**config.mk**
```make
export PLATFORM = sky130hd
export DESIGN_NAME = mainController
export DESIGN_NICKNAME = d
export VERILOG_FILES = /design/src/rvPkg.sv /design/src/mainController.sv
export SDC_FILE = /design/constraint.sdc
export NUM_CORES = 1
export LEC_CHECK = 0
export BUFFER_PORTS_ARGS = -buffer_cell sky130_fd_sc_hd__buf_2
export CAP_MARGIN = 20
export CELL_PAD_IN_SITES_DETAIL_PLACEMENT = 0
export CELL_PAD_IN_SITES_GLOBAL_PLACEMENT = 1
export CORE_MARGIN = 4
export CORE_UTILIZATION = 32
export CTS_CLUSTER_DIAMETER = 100
export DETAILED_ROUTE_END_ITERATION = 10
export PLACE_DENSITY_LB_ADDON = 0.1
export SYNTH_ARGS = -nofsm -noshare
export SYNTH_HDL_FRONTEND = slang
export SYNTH_SLANG_ARGS = --single-unit
```
**constraint.sdc**
```tcl
create_clock -name clk -period 1.4 [get_ports clk]
set_input_delay 0 -clock clk [delete_from_list [all_inputs] [get_ports clk]]
set_output_delay 0 -clock clk [all_outputs]
set_load 0.05 [all_outputs]
```
**src/rvPkg.sv**
```systemverilog
package rvPkg;

    localparam int XLEN = 32;
    localparam int REG_AW = 5; // Register index width.

    typedef enum logic [6:0] {
        R_T    = 7'b0110011,
        I_T    = 7'b0010011,
        S_T    = 7'b0100011,
        B_T    = 7'b1100011,
        U_T    = 7'b0110111,
        J_T    = 7'b1101111,
        LW_T   = 7'b0000011,
        JALR_T = 7'b1100111
    } opcodeE;

    typedef enum logic [4:0] {
        IF   = 5'b00000,
        ID   = 5'b00001,
        EX1  = 5'b00010,
        EX2  = 5'b00011,
        EX3  = 5'b00100,
        EX4  = 5'b00101,
        EX5  = 5'b00110,
        EX6  = 5'b00111,
        EX7  = 5'b01000,
        EX8  = 5'b01001,
        EX9  = 5'b01010,
        MEM1 = 5'b01011,
        MEM2 = 5'b01100,
        MEM3 = 5'b01101,
        MEM4 = 5'b01110,
        MEM5 = 5'b01111,
        MEM6 = 5'b10000,
        WB   = 5'b10001
    } ctrlStateE;

    typedef enum logic [1:0] {aluAdd, aluSub, aluFunct, aluImmFunct} aluOpE;
    typedef enum logic [1:0] {srcPc, srcOldPc, srcReg} srcAE;
    typedef enum logic [1:0] {srcBReg, srcBImm, srcBFour} srcBE;

    // resAlu is the aluOut register, resAluOut the live ALU output.
    typedef enum logic [1:0] {resAlu, resData, resAluOut, resImm} resultE;

    typedef enum logic [2:0] {immI, immS, immB, immU, immJ} immE;

endpackage

```
**src/mainController.sv**
```systemverilog
`timescale 1ns/1ps

module mainController import rvPkg::*; (
    input  logic      clk,
    input  logic      rst,
    input  opcodeE    op,
    input  logic      zero,
    input  logic      neg,
    output logic      pcUpdate,
    output logic      adrSrc,
    output logic      memWrite,
    output logic      branch,
    output logic      irWrite,
    output logic      regWrite,
    output resultE    resultSrc,
    output aluOpE     aluOp,
    output srcAE      aluSrcA,
    output srcBE      aluSrcB,
    output immE       immSrc
);

    ctrlStateE state;
    ctrlStateE nextState;

    always_ff @(posedge clk or posedge rst) begin
        if (rst)
            state <= IF;
        else
            state <= nextState;
    end

    always_comb begin
        nextState = IF;
        case (state)
            IF: nextState = ID;
            ID: begin
                case (op)
                    R_T:     nextState = EX2;
                    I_T:     nextState = EX1;
                    S_T:     nextState = EX6;
                    J_T:     nextState = EX4;
                    B_T:     nextState = EX3;
                    U_T:     nextState = MEM5;
                    LW_T:    nextState = EX9;
                    JALR_T:  nextState = EX8;
                    default: nextState = IF; // Unknown opcode.
                endcase
            end
            EX1:  nextState = MEM2;
            EX2:  nextState = MEM4;
            EX4:  nextState = EX7;
            EX5:  nextState = MEM2;
            EX6:  nextState = MEM3;
            EX7:  nextState = MEM6;
            EX8:  nextState = EX5;
            EX9:  nextState = MEM1;
            MEM1: nextState = WB;
            default: nextState = IF;
        endcase
    end

    always_comb begin
        pcUpdate  = 1'b0;
        adrSrc    = 1'b0;
        memWrite  = 1'b0;
        branch    = 1'b0;
        irWrite   = 1'b0;
        regWrite  = 1'b0;
        resultSrc = resAlu;
        aluOp     = aluAdd;
        aluSrcA   = srcPc;
        aluSrcB   = srcBReg;
        immSrc    = immI;
        case (state)
            IF: begin // PC + 4 straight back into PC.
                irWrite   = 1'b1;
                aluSrcB   = srcBFour;
                resultSrc = resAluOut;
                pcUpdate  = 1'b1;
            end
            ID: begin // Branch target ahead of time.
                aluSrcA = srcOldPc;
                aluSrcB = srcBImm;
                immSrc  = immB;
            end
            EX1: begin
                aluSrcA = srcReg;
                aluSrcB = srcBImm;
                aluOp   = aluImmFunct;
            end
            EX2: begin
                aluSrcA = srcReg;
                aluOp   = aluFunct;
            end
            EX3: begin
                aluSrcA = srcReg;
                aluOp   = aluSub;
                branch  = 1'b1;
            end
            EX4: begin // Return address.
                aluSrcA = srcOldPc;
                aluSrcB = srcBFour;
            end
            EX5: begin
                aluSrcA  = srcOldPc;
                aluSrcB  = srcBFour;
                pcUpdate = 1'b1;
            end
            EX6: begin
                aluSrcA = srcReg;
                aluSrcB = srcBImm;
                immSrc  = immS;
            end
            EX7: begin
                regWrite = 1'b1;
                aluSrcA  = srcOldPc; // Jump target from old PC.
                aluSrcB  = srcBImm;
                immSrc   = immJ;
            end
            EX8, EX9: begin
                aluSrcA = srcReg;
                aluSrcB = srcBImm;
            end
            MEM1: adrSrc = 1'b1;
            MEM2, MEM4: regWrite = 1'b1;
            MEM3: begin
                adrSrc   = 1'b1;
                memWrite = 1'b1;
            end
            MEM5: begin
                resultSrc = resImm;
                immSrc    = immU;
                regWrite  = 1'b1;
            end
            MEM6: pcUpdate = 1'b1;
            WB: begin
                resultSrc = resData;
                regWrite  = 1'b1;
            end
            default: ;
        endcase
    end

endmodule

```
==> reports/qor.csv <==
stage;metric;value;unit
synthesis;yosysUniqueCellTypes;40;
timing;relSlewSlack;80.1;%
finish;regMostFlops;state;
worst_setup_path;path_max_fanout;4;
clock_tree;clock_latency;0.24;ns
clock_tree;path_clk_slew;0.04;ns
global_route;antenna_found_initial;0;
placement;dp_slack;-0.0436;ns
clock_tree;numCtsBuffers;3;
floorplanning;die_area;2910;um2
global_route;grt_use_total;17.9;%
floorplanning;chipWidth;54.0;um
worst_setup_path;reg2reg_from;state[1]$_DFF_PP0_;
clock_tree;clk_path_buf_depth;2;
detailed_routing;drt-wirelength-per-cell;14.1;um
global_route;grt_pass1_vias;898;
synthesis;synth_area;677;um2
worst_setup_path;critPathLaunch;state[3]$_DFF_PP0_;
worst_setup_path;timing.rr.end;state[3]$_DFF_PP0_;
timing;layout_worst_path_cycle_share;112;%
clock_tree;cts_sinks;5;
floorplanning;die_h;54.0;um
detailed_routing;drtAntennaViolNets;0;
synthesis;synth-edff-count;0;
synthesis;synth_cells;98;
timing;period_minus_slack;1.57;ns
detailed_routing;routed_wl;2490;um
detailed_routing;top_layer;met4;
placement;gp_congestion;0.833;
worst_setup_path;arrival;1.57;ns
synthesis;synth-seq-cells;5;
synthesis;syn_nets;109;
finish;top_regs;state (5);
placement;dp_cells;168;
clock_tree;cts_tree;done;
detailed_routing;dr.pass1.iters;4;
timing;tightest_slew;0.297;ns
timing;rsz0062_at_grt;yes;
placement;dp_hpwl;1750;um
finish;nNetsFinal;161;
hold_path;holdPathStages;3;
detailed_routing;drc;0;
finish;postLayoutCoreUtil;73.2;%
floorplanning;start_util;34.2;%
worst_setup_path;worstPathRequired;1.40;ns
finish;syn_to_final_growth;114;%
detailed_routing;wl_met1;1080;um
worst_setup_path;end_kind;output pin;
detailed_routing;wl_met3;78;um
placement;numPortBuffers;25;
hold_path;worstHoldStart;op[3];
timing;hold_viol_final;0;
worst_setup_path;reg2reg_slack;0.01;ns
synthesis;avgSynthCellArea;6.91;um2
timing;fin_setup_tns;-1.57;ns
worst_setup_path;critical_path.startpoint_type;flop;
timing;max_freq;637;MHz
finish;diodes;0;
worst_setup_path;path_class;flop to output pin;
clock_tree;clockRootBuffer;clkbuf_4;
global_route;grt_pass1_wl;3860;um
global_route;grt_max_degree;13;
finish;drive_gt1_share;65.8;%
outcome;violations;negative setup slack;
finish;final_cells;176;
job;max-cap-violations;0;
timing;fin_ws;-0.170;ns
finish;largest_register_ffs;5;
synthesis;synth_flop_cell;dfrtp_1;
detailed_routing;wl_met2;1310;um
detailed_routing;drtIter0Drc;18;
synthesis;ys_seq_area_share;18.5;%
timing;fin_skew;0.00323;ns
global_route;overflow;0;
detailed_routing;via_per_inst;5.35;
worst_setup_path;reg2reg_depth;5;
floorplanning;core_area;1980;um2
timing;timing.final.max_slew_violations;0;
outcome;status;complete, but fails checks;
hold_path;hold_class;input port to flop;
synthesis;synthArstFlopShare;100;%
synthesis;yosys_warnings;0;
timing;setup_viol;16;
clock_tree;htree_levels;1;
hold_path;holdPathEnd;state[2]$_DFF_PP0_;
floorplanning;rows;16;
detailed_routing;num_vias;941;
floorplanning;top_level_ports;28;
-- synth_stat cells (all sizes together), types with 2 or more instances --
master,n,area share (%)
a21oi,13,9.6
a31oi,3,2.8
and3,2,1.8
and3b,2,2.6
buf,5,3.7
clkbuf,5,2.8
dfrtp,5,18
inv,3,1.7
nand2,3,1.7
nand2b,3,2.8
nand3,2,1.5
nor2,13,7.6
nor2b,6,6.7
nor3,4,3.0
nor4,4,3.7
o21ai,2,1.5
or3,2,1.8
xor2,2,2.6
-- layer usage --
metal | vias up | track usage [%]
met5 | - | 0
met4 | 0 | 2.49
met3 | 4 | 3.60
met2 | 13 | 31.9
met1 | 463 | 22.6
li1 | 461 | -
-- area by class of cell --
class	count	area, um2
Multi-Input combinational cell	80	753
Fill cell	148	531
Timing Repair Buffer	57	500
Sequential cell	5	126
Tap cell	27	33.8
Clock buffer	4	26.3
Inverter	3	11.3
-- worst max-delay path by stage --
stage / to / slack (ns)
after floorplan: aluSrcB[1] / -0.10
after detailed placement: regWrite / -0.04
final: resultSrc[1] / -0.17
after CTS: resultSrc[1] / -0.14
after global routing: resultSrc[1] / -0.20
after global placement: regWrite / -0.07
-- worst max-delay path: stages, from the launching register on --
cell and delay (ns):
dfrtp_1 0.38, or2_4 0.29, or3_4 0.35, a21oi_4 0.13
buf_6 0.17
-- cell usage in the layout, fill, tap and decap left out, types with 3 or more instances in the layout --
master,instances
nand2_1,3
a21oi_1,8
buf_6,22
nor4_4,3
nor2_1,6
nor2_4,3
buf_4,25
buf_2,8
dfrtp_1,4
nor2b_4,4
clkbuf_4,3
a21oi_4,3
nor2_2,4
-- stage by stage --
step	hold WS (ns)	instance area, um2
floorplan	-0.221	840
global placement	-0.0966	1150
detailed placement	-0.0946	1150
CTS	0.116	1350
global route	0.137	1450
finish	0.123	1450
-- kinds of logic (layout without fill, tap and decap cells) --
family | after synthesis | after routing | share of synthesized area, %
AO/OA/AOI/OAI | 28 | 28 | 27.5
XOR/XNOR | 3 | 3 | 3.88
buffers and inverters | 13 | 64 | 8.13
flip-flops | 5 | 5 | 18.5
AND/OR/NAND/NOR | 49 | 49 | 42.0
-- what timing repair did --
| action | CTS | global route |
|---|---|---|
| hold buffers | 1 | 0 |
| gates resized for setup | 51 | 18 |
| setup buffers | 0 | 3 |
| endpoints found under the setup margin | 17 | 21 |
| pin swaps | 4 | 9 |
| endpoints found under the hold margin | 5 | 0 |
Power is not shown: default switching activity piles up to over one toggle a cycle in this logic, so the estimate is an artifact.
